`src/common/snd_map_pkg.sv`:
```
/*
  Sound CPU memory map: page and IO codes, bus types,
  cycle counter width and control register fields
*/
`default_nettype none

package snd_map_pkg;

    // Sound CPU bus
    typedef logic [15:0] snd_addr_t;
    typedef logic [ 7:0] snd_byte_t;

    // 8 kB pages, value of A15..A13
    localparam logic [2:0] PAGE_ROM0  = 3'd0;   // 0000
    localparam logic [2:0] PAGE_ROM1  = 3'd1;   // 2000
    localparam logic [2:0] PAGE_RAM   = 3'd2;   // 4000
    localparam logic [2:0] PAGE_LATCH = 3'd3;   // 6000
    localparam logic [2:0] PAGE_CNT   = 3'd4;   // 8000
    localparam logic [2:0] PAGE_VOICE = 3'd5;   // A000, speech data
    localparam logic [2:0] PAGE_CTRL  = 3'd6;   // C000
    localparam logic [2:0] PAGE_IO    = 3'd7;   // E000

    // IO page, value of A2..A0
    localparam logic [2:0] IO_RDAC    = 3'd0;   // Resistor DAC
    localparam logic [2:0] IO_PSGDATA = 3'd1;   // PSG data latch
    localparam logic [2:0] IO_PSG     = 3'd2;   // PSG write strobe

    // Program ROM window spans two pages
    localparam int ROM_AW = 14;

    // Free running cycle counter
    localparam int CNTW = 11;
    typedef logic [CNTW-1:0] cnt_t;

    // Capacitor enables, top field of the control write
    typedef logic [2:0] cap_t;

    // Speech control bits {rst, st, sel}, only rst set after reset
    localparam logic [2:0] SPCH_CTRL_RST = 3'b100;
    localparam logic       SPCH_BUSY     = 1'b1;   // No speech chip, always busy

    localparam snd_byte_t FLOAT_BYTE = 8'hff;      // Open bus

endpackage

`default_nettype wire

```
`src/common/snd_cpu_if.sv`:
```
/*
  Sound CPU write bus shared by the decoder and the peripherals
*/
`timescale 1ns/100ps
`default_nettype none

interface snd_cpu_if;
    import snd_map_pkg::*;

    snd_addr_t addr;
    snd_byte_t wdata;
    logic      mreq_n;     // Memory request, active low
    logic      wr_n;       // Write strobe, active low

    // Decoder sees the whole bus
    modport map(
        input addr,
        input wdata,
        input mreq_n,
        input wr_n
    );

    // Peripherals get their select from the decoder instead of mreq_n
    modport periph(
        input addr,
        input wdata,
        input wr_n
    );

endinterface

`default_nettype wire

```
`src/hw/snd_map.sv`:
```
/*
  Page decoder, control register at C000, cycle counter
  and read data multiplexer towards the sound CPU
*/
`timescale 1ns/100ps
`default_nettype none

module snd_map(
    input  wire                             rst,
    input  wire                             clk,
    input  wire                             snd_cen,
    snd_cpu_if.map                          cpu,
    input  wire  snd_map_pkg::snd_byte_t    rom_data,
    input  wire  snd_map_pkg::snd_byte_t    ram_dout,
    input  wire  snd_map_pkg::snd_byte_t    latch,
    output logic                            rom_cs,
    output logic                            ram_cs,
    output logic                            latch_cs,
    output logic                            rdac_cs,
    output snd_map_pkg::cap_t               cap_en,
    output logic [snd_map_pkg::ROM_AW-1:0]  rom_addr,
    output snd_map_pkg::snd_byte_t          din
);
    import snd_map_pkg::*;

    logic      cnt_cs, voice_cs, ctrl_cs;
    logic      psgdata_cs, psg_cs;      // Decoded, PSG not fitted
    logic [2:0] spch_ctrl;              // Kept as on the board
    cnt_t      cnt;
    logic      rd_ram;                  // RAM data arrives registered
    snd_byte_t rd_alt;

    assign rom_addr = cpu.addr[ROM_AW-1:0];

    always_comb begin
        rom_cs     = 1'b0;
        ram_cs     = 1'b0;
        latch_cs   = 1'b0;
        cnt_cs     = 1'b0;
        voice_cs   = 1'b0;
        ctrl_cs    = 1'b0;
        rdac_cs    = 1'b0;
        psgdata_cs = 1'b0;
        psg_cs     = 1'b0;
        if (!cpu.mreq_n) begin
            case (cpu.addr[15:13])
                PAGE_ROM0,
                PAGE_ROM1:  rom_cs   = 1'b1;
                PAGE_RAM:   ram_cs   = 1'b1;
                PAGE_LATCH: latch_cs = 1'b1;
                PAGE_CNT:   cnt_cs   = 1'b1;
                PAGE_VOICE: voice_cs = 1'b1;
                PAGE_CTRL:  ctrl_cs  = 1'b1;
                PAGE_IO: begin
                    case (cpu.addr[2:0])    // Sparse decode within the page
                        IO_RDAC:    rdac_cs    = 1'b1;
                        IO_PSGDATA: psgdata_cs = 1'b1;
                        IO_PSG:     psg_cs     = 1'b1;
                        default: ;
                    endcase
                end
                default: ;
            endcase
        end
    end

    // Control write, data taken from A8..A3
    always_ff @(posedge clk or posedge rst) begin
        if (rst) begin
            cap_en    <= '0;
            spch_ctrl <= SPCH_CTRL_RST;
        end else if (ctrl_cs && !cpu.wr_n) begin
            {cap_en, spch_ctrl} <= cpu.addr[8:3];
        end
    end

    always_ff @(posedge clk or posedge rst) begin
        if (rst) begin
            cnt    <= '0;
            rd_ram <= 1'b0;
        end else begin
            if (snd_cen)
                cnt <= cnt + 1'b1;  // Wraps freely
            rd_ram <= ram_cs;
        end
    end

    // Everything except RAM is sampled here, ROM first
    always_ff @(posedge clk) begin
        rd_alt <= rom_cs   ? rom_data :
                  cnt_cs   ? {5'h1f, SPCH_BUSY, cnt[CNTW-1 -: 2]} :
                  latch_cs ? latch :
                  FLOAT_BYTE;
    end

    // RAM output is already a register, selected after the fact
    assign din = rd_ram ? ram_dout : rd_alt;

    a_one_select: assert property (@(posedge clk) disable iff (rst)
        $onehot0({rom_cs, ram_cs, latch_cs, cnt_cs, voice_cs,
                  ctrl_cs, rdac_cs, psgdata_cs, psg_cs}));

endmodule

`default_nettype wire

```
`src/flat_wrapper.sv`:
```
// flat-port wrapper written by rule: the top's interface ports become plain ports
module snd_map_flat import snd_map_pkg::*;
  (rst, clk, snd_cen, rom_data, ram_dout, latch, rom_cs, ram_cs, latch_cs, rdac_cs, cap_en, rom_addr, din, cpu_addr, cpu_wdata, cpu_mreq_n, cpu_wr_n);
  snd_cpu_if cpu_i ();
  input  wire rst;
  input  wire clk;
  input  wire snd_cen;
  input  wire  snd_map_pkg::snd_byte_t rom_data;
  input  wire  snd_map_pkg::snd_byte_t ram_dout;
  input  wire  snd_map_pkg::snd_byte_t latch;
  output logic rom_cs;
  output logic ram_cs;
  output logic latch_cs;
  output logic rdac_cs;
  output snd_map_pkg::cap_t cap_en;
  output logic [snd_map_pkg::ROM_AW-1:0] rom_addr;
  output snd_map_pkg::snd_byte_t din;
  input wire logic [$bits(cpu_i.addr)-1:0] cpu_addr;
  input wire logic [$bits(cpu_i.wdata)-1:0] cpu_wdata;
  input wire logic [$bits(cpu_i.mreq_n)-1:0] cpu_mreq_n;
  input wire logic [$bits(cpu_i.wr_n)-1:0] cpu_wr_n;
  assign cpu_i.addr = cpu_addr;
  assign cpu_i.wdata = cpu_wdata;
  assign cpu_i.mreq_n = cpu_mreq_n;
  assign cpu_i.wr_n = cpu_wr_n;
  snd_map u_core (.rst(rst), .clk(clk), .snd_cen(snd_cen), .cpu(cpu_i), .rom_data(rom_data), .ram_dout(ram_dout), .latch(latch), .rom_cs(rom_cs), .ram_cs(ram_cs), .latch_cs(latch_cs), .rdac_cs(rdac_cs), .cap_en(cap_en), .rom_addr(rom_addr), .din(din));
endmodule
```
`config.mk`:
```
export PLATFORM = sky130hd
export DESIGN_NAME = snd_map_flat
export DESIGN_NICKNAME = d
export VERILOG_FILES = /design/src/common/snd_map_pkg.sv /design/src/common/snd_cpu_if.sv /design/src/hw/snd_map.sv /design/src/flat_wrapper.sv
export SDC_FILE = /design/constraint.sdc
export NUM_CORES = 1
export LEC_CHECK = 0
export BUFFER_PORTS_ARGS = -buffer_cell sky130_fd_sc_hd__buf_2
export CAP_MARGIN = 20
export CORE_MARGIN = 2
export CORE_UTILIZATION = 25
export CTS_CLUSTER_DIAMETER = 100
export CTS_CLUSTER_SIZE = 40
export DETAILED_ROUTE_END_ITERATION = 8
export PLACE_DENSITY = 0.55
export SYNTH_ARGS = -nofsm -noshare
export SYNTH_HDL_FRONTEND = slang
export SYNTH_SLANG_ARGS = --single-unit
export TNS_END_PERCENT = 30
```
`constraint.sdc`:
```
create_clock -name clk -period 1.1 [get_ports clk]
set_input_delay 0.11 -clock clk [delete_from_list [all_inputs] [get_ports clk]]
set_output_delay 0.11 -clock clk [all_outputs]
set_load 0.005 [all_outputs]
```
* After elaboration in Yosys (flattened, before gate mapping)
Index checks and enable logic that the tools add are counted.
Widths: inputs -> output; s select.
** Storage, ports and cells
- Bits in registers :: 23
- Latch bits :: 0
- Bits in writable memories :: 0
- Memory bits (read-only) :: 0
- Memories kept :: 0
** Cells by class
- $add $sub $neg :: 1
- Multiply operators :: 0
- Div/mod/pow operators :: 0
- $lt $le $gt $ge :: 0
- Equality and inequality tests :: 6
- Shift-type cells :: 0
- Multiplexer cells :: 17
- Bitwise operators :: 0
- Reduce and logical (&&, ||, !) cells :: 5
** Operator list (number)
- $mux 8 :: 4
- $mux 1 :: 13
- $add 11x1->11 const B :: 1
- $eq 3x3->1 const B :: 3
- $eq 3x2->1 const B :: 2
- $logic_not 3->1 :: 2
- $eq 3x1->1 const B :: 1
- $reduce_or 2->1 :: 1
- $logic_and 1x1->1 :: 1
- $logic_not 1->1 :: 1

* Logic depth before layout (Yosys ltp)
Gate-level depths: netlist of the first run.
- Depth after elaboration :: 6
- Gate-level depth with buffers :: 4
- Gate-level depth less buffers :: 4

* Worst setup path before layout of the first run
No wires, ideal clock.
- Kind :: register to register
- Start point :: register u_core.cnt[0]
- End point :: register u_core.cnt[10]
- Setup time :: 0.079 ns
- Data arrival time :: 1.048 ns
- Data required time :: 1.021 ns
- Slack :: -0.027 ns
- Cell stages (with the launch flop) :: 5
- Buffers on the path :: 0
- Cells stage by stage :: dfrtp_1 ha_1 nand2_1 nor4_2 xor2_1
** On the way
- Longest elaborated chain between the ends :: 1
** RTL lines
- start: declaration :: line snd_map.sv:29 : cnt_t cnt;
- start signal: assignment :: line snd_map.sv:83 : cnt <= cnt + 1'b1;
- $add 11x1->11 :: line snd_map.sv:83
No other way between the ends.
A chain may end at the register's enable or synchronous reset.

* Worst setup path in the final report of the first run
- Start point :: register u_core.rd_ram
- End point :: output din[3]
** On the way
- Longest elaborated chain between the ends :: 1
** RTL lines
- start: declaration :: line snd_map.sv:30 : logic rd_ram;
- start signal: assignment :: line snd_map.sv:84 : rd_ram <= ram_cs;
- $mux 8 :: line snd_map.sv:97 : assign din = rd_ram ? ram_dout : rd_alt;
- end: declaration :: line flat_wrapper.sv:17 : output snd_map_pkg::snd_byte_t din;
No other way between the ends.

==> implementation parameters, run 1 <==
Parameter                              Value

Outcome
  Status    finished with violations
  Violated checks    setup timing

Placed design
  Half-perimeter wire length after placement    a little over 2000 um
  Count of placed standard cells including taps    222
  IO buf count    59
  Gp weighted congestion    between 0.7 and 0.8

Die
  Die X    72.74 um
  Placeable core region    between 0.004 and 0.005 mm^2
  Die span in y    roughly 73 um
  Core Rows    25
  IO Pins    82
  Total Die Area    around 0.0053 mm^2
  Initial standard-cell utilization of the core    0.2551

STA
  Min Tclk post-route    1341 ps
  Unrepaired setup endpoints after global routing    true
  Smallest setup slack after layout    -241.3 ps
  Number of max-slew violations in the final report    0
  Number of hold violations in the final report    0
  Worst-case headroom to the max-slew limit    0.7353
  Final Skew    between 5 and 6 ps
  Number of setup violations in the final report    8
  Upper clock frequency limit    between 700 and 800 MHz
  Portion of the clock cycle consumed by the worst path in the final layout    1.219
  Actual slew at the worst max-slew pin    between 300 and 400 ps

Yosys
  Post-synthesis sequential area ratio    0.4534
  Top cell type's share of synthesized area    0.3178
  Unique cell type count in the Yosys netlist    23
  FF+latch count, synth    23
  Synth area leader    sky130_fd_sc_hd__dfrtp_1
  Post-Syn Instances    roughly 110
  Yosys warns    0
  Net count after synthesis    167
  Syn Std Cell Area    0.001181 mm^2
  Cell types with the largest area share after synthesis    sky130_fd_sc_hd__dfrtp_1 (32%), sky130_fd_sc_hd__dfxtp_1 (14%), sky130_fd_sc_hd__mux2_2 (11%), sky130_fd_sc_hd__buf_4 (8.9%), sky130_fd_sc_hd__o22ai_1 (4.2%)
  Mapped Avg Cell Area    approximately 10 um^2

Pwr
  Sequential group share of total power    0.469
  Static Leakage    about 0.8 nW
  Cell-internal power    1.728 mW
  Net switching share of the total power    0.2964
  Maximum vdd ir drop    around 0.87 mV
  Power density over cell area    around 1500 mW/mm^2
  Switching power total    roughly 0.73 mW
  Design Power    ~2.5 mW
  Part of the power in the clock network    0.212
  Gate power share    0.319

Critical path
  Sort of element at the end of the critical path    primary output
  Type of the worst setup path    flip-flop to primary output
  Worst Setup Start Kind    flip-flop
  CP Max Fanout    8
  Signal arrival time at the worst endpoint    1230 ps
  Data required time of the critical path    about 990 ps

Clock network
  Max H-tree Level    1
  CTS Root Cell    sky130_fd_sc_hd__clkbuf_8
  Maximum buffer depth of the clock tree    2
  Number of sinks driven by the clock tree    23
  Clock buffers created by TritonCTS    3
  Setup repair bufs after CTS    0
  Clock slew at reported path FFs    roughly 80 ps
  Clock tree from TritonCTS    done
  Clk Latency, worst-skew pair    about 260 ps

Finish
  Number of fillers in the final layout    486
  Number of nets in the layout    228
  Share of post-route cells with drive strength above 1    0.5549
  Antenna diodes    0
  Layout overhead on the synthesized area    42.69%
  Final std cells w/o fill    227

Detailed routing
  Via total after detailed routing    between 900 and 1000
  Iter 0 DRT Violations    15
  Mean number of vias per cell    ~4.3
  Post-route ant nets    0
  Number of remaining DRC errors    0
  Number of iterations in the first detailed-routing pass    4
  DR WL/cell    11.01 um
  Post-detailed-routing wire length    roughly 2500 um

Global routing
  First-pass GRT wire length    4029 um
  Largest net degree at the start of global routing    16
  Total global routing track utilization    0.09605
  Global route total overflow    0
  Via count of the first global-routing pass    a little over 900
  Antenna violations before repair    0

Hold path
  Class of the tightest hold or removal check    primary input to flip-flop

Job
  Reported max-cap violation count    0
[cell type report]
class / count / area (um^2) / area share
multi-input cells: 70 / 559.3 / 0.3318
flip-flops and latches: 23 / 535.5 / 0.3177
repair buffers: 73 / 465.4 / 0.2762
well taps: 54 / 67.56 / 0.04009
clock buffers: 3 / 41.29 / 0.02450
inverters: 3 / 11.26 / 0.006682
clock inverters: 1 / 5.005 / 0.002970
[worst max-delay path: stages (launching register included)]
cell and delay [ps]:
sky130_fd_sc_hd__dfrtp_1 400, sky130_fd_sc_hd__buf_12 150, sky130_fd_sc_hd__mux2_4 300, sky130_fd_sc_hd__buf_6 120
[per-layer routing]
metal / global-route usage / wire length, um / up-vias
li1: - / - / 491
met2: 0.1626 / 1143 / 43
met3: 0.03729 / 269 / 4
met4: 0.02675 / 10 / 0
met5: 0 / 0 / -
met1: 0.1130 / 1076 / 441
[cell families (layout without fill, tap and decap cells)]
kind of cell             count (synthesis)  after routing  synth area share
multiplexers                            12             12            0.1144
AND/OR/NAND/NOR                         35             35            0.1748
flip-flops                              23             23            0.4534
adder cells (fa/ha/maj)                  1              1           0.01059
AO/OA/AOI/OAI                           12             12           0.06356
buffers and inverters                   20             80            0.1091
XOR/XNOR                                10             10           0.07415
[registers in the layout, summed over array words and instances (netlist names)]
register,count
u_core.cnt,11
u_core.rd_alt,8
u_core.cap_en,3
u_core.rd_ram,1
[path summary, 6_finish.rpt]
kind	depth (start not counted)	slack [ps]	to	start
max reg2reg	3	30	u_core.cnt[10]	u_core.cnt[3]
max	3	-240	din[3]	u_core.rd_ram
min in group asynchronous	4	370	u_core.cnt[0]	rst
min	3	50	u_core.rd_alt[1]	rom_data[1]
min reg2reg	1	470	u_core.cnt[8]	u_core.cnt[8]
max in group asynchronous	4	550	u_core.cnt[2]	rst
[cells in the mapped netlist]
| library cell | number |
|---|---|
| sky130_fd_sc_hd__a21oi_1 | 2 |
| sky130_fd_sc_hd__buf_2 | 1 |
| sky130_fd_sc_hd__buf_4 | 14 |
| sky130_fd_sc_hd__clkbuf_1 | 2 |
| sky130_fd_sc_hd__dfrtp_1 | 15 |
| sky130_fd_sc_hd__dfxtp_1 | 8 |
| sky130_fd_sc_hd__ha_1 | 1 |
| sky130_fd_sc_hd__inv_1 | 3 |
| sky130_fd_sc_hd__mux2_2 | 12 |
| sky130_fd_sc_hd__nand2_1 | 13 |
| sky130_fd_sc_hd__nand2b_1 | 1 |
| sky130_fd_sc_hd__nand2b_4 | 1 |
| sky130_fd_sc_hd__nand3_1 | 3 |
| sky130_fd_sc_hd__nand4_1 | 2 |
| sky130_fd_sc_hd__nand4_4 | 1 |
| sky130_fd_sc_hd__nor2_1 | 6 |
| sky130_fd_sc_hd__nor3_1 | 6 |
| sky130_fd_sc_hd__nor4_2 | 1 |
| sky130_fd_sc_hd__nor4b_4 | 1 |
| sky130_fd_sc_hd__o21a_1 | 2 |
| sky130_fd_sc_hd__o22ai_1 | 8 |
| sky130_fd_sc_hd__xnor2_1 | 5 |
| sky130_fd_sc_hd__xor2_1 | 5 |
[timing repair]
action | in CTS | in global routing
hold endpoints to repair | 15 | 0
pin swaps | 0 | 2
gates resized for setup | 3 | 16
hold buffers | 1 | 0
setup endpoints to repair | 9 | 13
[power groups by stage]
stage / clock network (mW) / logic [mW] / registers [mW]
2_1_floorplan: 0 / 0.373 / 1.19
3_3_place_gp: 0 / 0.730 / 1.17
3_5_place_dp: 0 / 0.742 / 1.17
4_1_cts: 0.556 / 0.757 / 1.15
5_1_grt: 0.598 / 0.885 / 1.18
6_report: 0.520 / 0.783 / 1.15
[stage by stage]
| step | utilization | hold slack, ps | cell area (um^2) | setup TNS (ps) | setup slack (ps) |
|---|---|---|---|---|---|
| after detailed placement | 0.3324 | 118.7 | 1539 | -170.6 | -61.63 |
| final | 0.3641 | 54.35 | 1685 | -1901 | -241.3 |
| after floorplan | - | 11.48 | 1184 | 0 | 0.8030 |
| after global placement | 0.3324 | 120.4 | 1539 | -125.2 | -43.84 |
| after CTS | 0.3478 | 48.75 | 1610 | -1976 | -250.6 |
| after global routing | 0.3641 | 49.73 | 1685 | -2314 | -279.4 |
[cell usage in the layout (no fill, tap or decap), types with 2 or more instances in the layout]
| master | count |
|---|---|
| sky130_fd_sc_hd__buf_2 | 51 |
| sky130_fd_sc_hd__dfrtp_1 | 15 |
| sky130_fd_sc_hd__nand2_1 | 12 |
| sky130_fd_sc_hd__buf_4 | 12 |
| sky130_fd_sc_hd__o22ai_1 | 8 |
| sky130_fd_sc_hd__mux2_4 | 8 |
| sky130_fd_sc_hd__buf_6 | 8 |
| sky130_fd_sc_hd__dfxtp_1 | 8 |
| sky130_fd_sc_hd__xnor2_1 | 5 |
| sky130_fd_sc_hd__xor2_1 | 5 |
| sky130_fd_sc_hd__nor2_1 | 5 |
| sky130_fd_sc_hd__nor3_1 | 5 |
| sky130_fd_sc_hd__mux2_2 | 4 |
| sky130_fd_sc_hd__inv_1 | 3 |
| sky130_fd_sc_hd__nand3_1 | 3 |
| sky130_fd_sc_hd__clkbuf_8 | 3 |
| sky130_fd_sc_hd__nand4_1 | 2 |
| sky130_fd_sc_hd__o21a_1 | 2 |
| sky130_fd_sc_hd__a21oi_1 | 2 |
Power figures use the tool's default switching activity.
==> inputs of run 2 (changes only) <==
--- a/config.mk
+++ b/config.mk
@@ -5,6 +5,7 @@
 export SDC_FILE = /design/constraint.sdc
 export NUM_CORES = 1
 export LEC_CHECK = 0
+export ABC_AREA = 1
 export BUFFER_PORTS_ARGS = -buffer_cell sky130_fd_sc_hd__buf_2
 export CAP_MARGIN = 20
 export CORE_MARGIN = 2
@@ -12,7 +13,8 @@
 export CTS_CLUSTER_DIAMETER = 100
 export CTS_CLUSTER_SIZE = 40
 export DETAILED_ROUTE_END_ITERATION = 8
-export PLACE_DENSITY = 0.55
+export PLACE_DENSITY = 0.54
+export SETUP_SLACK_MARGIN = 0.02
 export SYNTH_ARGS = -nofsm -noshare
 export SYNTH_HDL_FRONTEND = slang
 export SYNTH_SLANG_ARGS = --single-unit
==> run 2 against run 1 <==
  * The run still ends with setup timing left
  * Maximum frequency is 1.8% higher
  * Sequential power hardly changed
  * Combinational power is 5.7% lower
  * Wire length is 10% higher
  * Area after synthesis is 9.5% higher
  * Largest cell class unchanged
==> implementation parameters, run 2 <==
Parameter                              Value

Pwr
  Power density over cell area    1409 mW/mm^2
  Part of the power in the clock network    0.217
  Net switching share of the total power    0.3402
  Switching power total    0.8251 mW
  Gate power share    0.304
  Sequential group share of total power    0.479
  Static Leakage    a little over 0.9 nW
  Cell-internal power    ~1.6 mW
  Maximum vdd ir drop    about 0.54 mV

Yosys
  Top cell type's share of synthesized area    0.2901
  Syn Std Cell Area    0.001294 mm^2
  Most instantiated flip-flop cell in the synthesis netlist    sky130_fd_sc_hd__dfrtp_1
  Mapped Avg Cell Area    7.937 um^2
  Synth area leader    sky130_fd_sc_hd__dfrtp_1
  Yosys warns    0
  Post-Syn Instances    between 150 and 200
  Cell types with the largest area share after synthesis    sky130_fd_sc_hd__dfrtp_1 (29%), sky130_fd_sc_hd__dfxtp_1 (12%), sky130_fd_sc_hd__nand2_1 (10%), sky130_fd_sc_hd__buf_4 (8.7%), sky130_fd_sc_hd__mux2_2 (7.8%)
  Top cells by instance count after synthesis    sky130_fd_sc_hd__nand2_1 (35), sky130_fd_sc_hd__inv_1 (21), sky130_fd_sc_hd__nor2_1 (20)
  Post-synthesis sequential area ratio    0.4139
  Cell with the most instances after synthesis    sky130_fd_sc_hd__nand2_1
  FF+latch count, synth    23
  Share of flip-flops with an asynchronous set or reset    0.6522
  Net count after synthesis    around 220
  Unique cell type count in the Yosys netlist    22
  Post-synth EDFFs    0

Global routing
  Total global routing track utilization    0.09609
  Global route total overflow    0
  Via count of the first global-routing pass    1038
  Largest net degree at the start of global routing    16
  First-pass GRT wire length    between 4000 and 5000 um
  Antenna violations before repair    0

Finish
  Area of all placed cells without fillers    around 0.0017 mm^2
  Antenna diodes    0
  Layout overhead on the synthesized area    33.08%
  Commonest non-fill, non-tap cell in the layout    sky130_fd_sc_hd__buf_2
  Most used cells in the layout excluding fill and tap cells    sky130_fd_sc_hd__buf_2 (57), sky130_fd_sc_hd__nand2_1 (35), sky130_fd_sc_hd__inv_1 (21), sky130_fd_sc_hd__nor2_1 (19), sky130_fd_sc_hd__dfrtp_1 (15)
  Share of post-route cells with drive strength above 1    0.4358
  Max reg flops    11
  Largest reg by FF count    u_core.cnt
  Number of nets in the layout    273
  Largest registers    u_core.cnt: 11 flops, u_core.rd_alt: 8 flops, u_core.cap_en: 3 flops
  Final std cells w/o fill    roughly 290

Clock network
  Max H-tree Level    1
  Setup repair bufs after CTS    0
  Clock slew at reported path FFs    about 80 ps
  Clock tree from TritonCTS    done
  CTS Root Cell    sky130_fd_sc_hd__clkbuf_8
  Clk Latency, worst-skew pair    about 260 ps
  Maximum buffer depth of the clock tree    2
  Clock buffers created by TritonCTS    3
  Number of sinks driven by the clock tree    23

STA
  Number of setup violations in the final report    9
  Portion of the clock cycle consumed by the worst path in the final layout    1.197
  Number of hold violations in the final report    0
  Final-layout setup total negative slack    -1724 ps
  Smallest setup slack after layout    -217.2 ps
  Min Tclk post-route    ~1300 ps
  Worst-case headroom to the max-slew limit    0.8339
  Upper clock frequency limit    roughly 760 MHz
  Smallest hold slack    roughly 41 ps
  Actual slew at the worst max-slew pin    247.1 ps
  Unrepaired setup endpoints after global routing    true
  Final Skew    a little over 2 ps
  Number of max-slew violations in the final report    0

Placed design
  Half-perimeter wire length after placement    2215 um
  Count of placed standard cells including taps    283
  IO buf count    59
  Gp weighted congestion    0.7719
  Setup Slack @ Placement    -6.043 ps
  Post-Place Cell Area    0.001617 mm^2

Critical path
  Cell chain of the critical path    buf_6 > mux2_4 > buf_6
  Reg-to-Reg End    u_core.cnt[10]
  CP Launch Point    u_core.rd_ram
  Signal arrival time at the worst endpoint    approximately 1200 ps
  Critical path's top delay family    flip-flops
  Reg-to-reg startpoint    u_core.cnt[1]
  Cell repeated most along the worst path    sky130_fd_sc_hd__buf_6
  Crit-path max cell delay    approximately 400 ps
  Buffers plus inverters on the worst setup path    2
  Worst setup path endpoint    din[4]
  Type of the worst setup path    flip-flop to primary output
  Slack of the worst reg-to-reg path    0 ps
  Data required time of the critical path    slightly below 1000 ps
  Cell depth of the worst flop-to-flop path    6
  Number of cells on the critical path    3
  Sort of element at the end of the critical path    primary output
  CP Max Fanout    5
  Slowest-stage cell, CP    sky130_fd_sc_hd__dfrtp_1
  Worst Setup Start Kind    flip-flop

Die
  Placeable core region    0.005042 mm^2
  Die span in y    about 76 um
  Initial standard-cell utilization of the core    0.2566
  Die X    about 76 um
  Total Die Area    roughly 0.0058 mm^2
  IO Pins    between 80 and 90
  Core Rows    26

Detailed routing
  Post-detailed-routing wire length    between 2000 and 3000 um
  Number of iterations in the first detailed-routing pass    4
  DR WL/cell    between 9 and 10 um
  Via total after detailed routing    1125
  Number of remaining DRC errors    0
  Post-route ant nets    0
  Mean number of vias per cell    roughly 3.9
  Iter 0 DRT Violations    16

Outcome
  Violated checks    setup timing
  Status    finished with violations

Hold path
  Class of the tightest hold or removal check    primary input to flip-flop
  Source of the worst hold timing path    rom_data[0]

Job
  Reported max-cap violation count    0
[run 2: layout make-up]
class / count / area (um^2)
Sequential cell: 23 / 535.5
Multi-Input combinational cell: 99 / 584.3
Tap cell: 70 / 87.58
Clock buffer: 3 / 41.29
Clock inverter: 1 / 5.005
Inverter: 25 / 93.84
Fill cell: 546 / 3321
Timing Repair Buffer: 67 / 374.1
[run 2: worst min path at each step]
| stage | end | depth (start not counted) |
|---|---|---|
| floorplan | u_core.cap_en[0] | 1 |
| global placement | u_core.cap_en[0] | 3 |
| detailed placement | u_core.cap_en[0] | 3 |
| CTS | u_core.rd_alt[0] | 3 |
| global route | u_core.rd_alt[0] | 3 |
| finish | u_core.rd_alt[0] | 3 |
[run 2: layer usage]
layer | vias to the layer above | wire, um | GRT usage
li1 | 599 | - | -
met1 | 494 | 1286 | 0.1234
met2 | 30 | 1258 | 0.1536
met3 | 2 | 171 | 0.02143
met4 | 0 | 36 | 0.04545
met5 | - | 0 | 0
[run 2: repair_timing]
item,in CTS,in global routing
pin swaps,1,2
endpoints found under the hold margin,15,0
setup endpoints to repair,11,16
hold buffers,1,0
resized for setup,5,5
[run 2: tightest hold or removal path, stage by stage]
cell                      delay [ps]
sky130_fd_sc_hd__buf_2            70
sky130_fd_sc_hd__nand2_1          40
sky130_fd_sc_hd__nand2_1          50
[run 2: logic make-up after synthesis]
| group | count (synthesis) | synth area share |
|---|---|---|
| compound gates | 1 | 0.003865 |
| buf+inv | 41 | 0.1634 |
| fa+ha+maj | 1 | 0.009670 |
| flops | 23 | 0.4139 |
| xor+xnor | 5 | 0.03385 |
| mux | 9 | 0.07834 |
| simple gates | 83 | 0.2969 |
[run 2: power groups by stage]
stage	clock (mW)	combinational [mW]	sequential (mW)
after floorplan	0	0.496	1.15
after global placement	0	0.691	1.17
after detailed placement	0	0.701	1.17
after CTS	0.553	0.726	1.16
after global routing	0.587	0.840	1.19
final	0.526	0.738	1.16
[run 2: metrics by stage]
| step | power, mW | util |
|---|---|---|
| floorplan | 1.645 | - |
| global route | 2.616 | 0.3414 |
| finish | 2.425 | 0.3414 |
| CTS | 2.443 | 0.3365 |
| detailed placement | 1.868 | 0.3206 |
| global placement | 1.857 | 0.3206 |
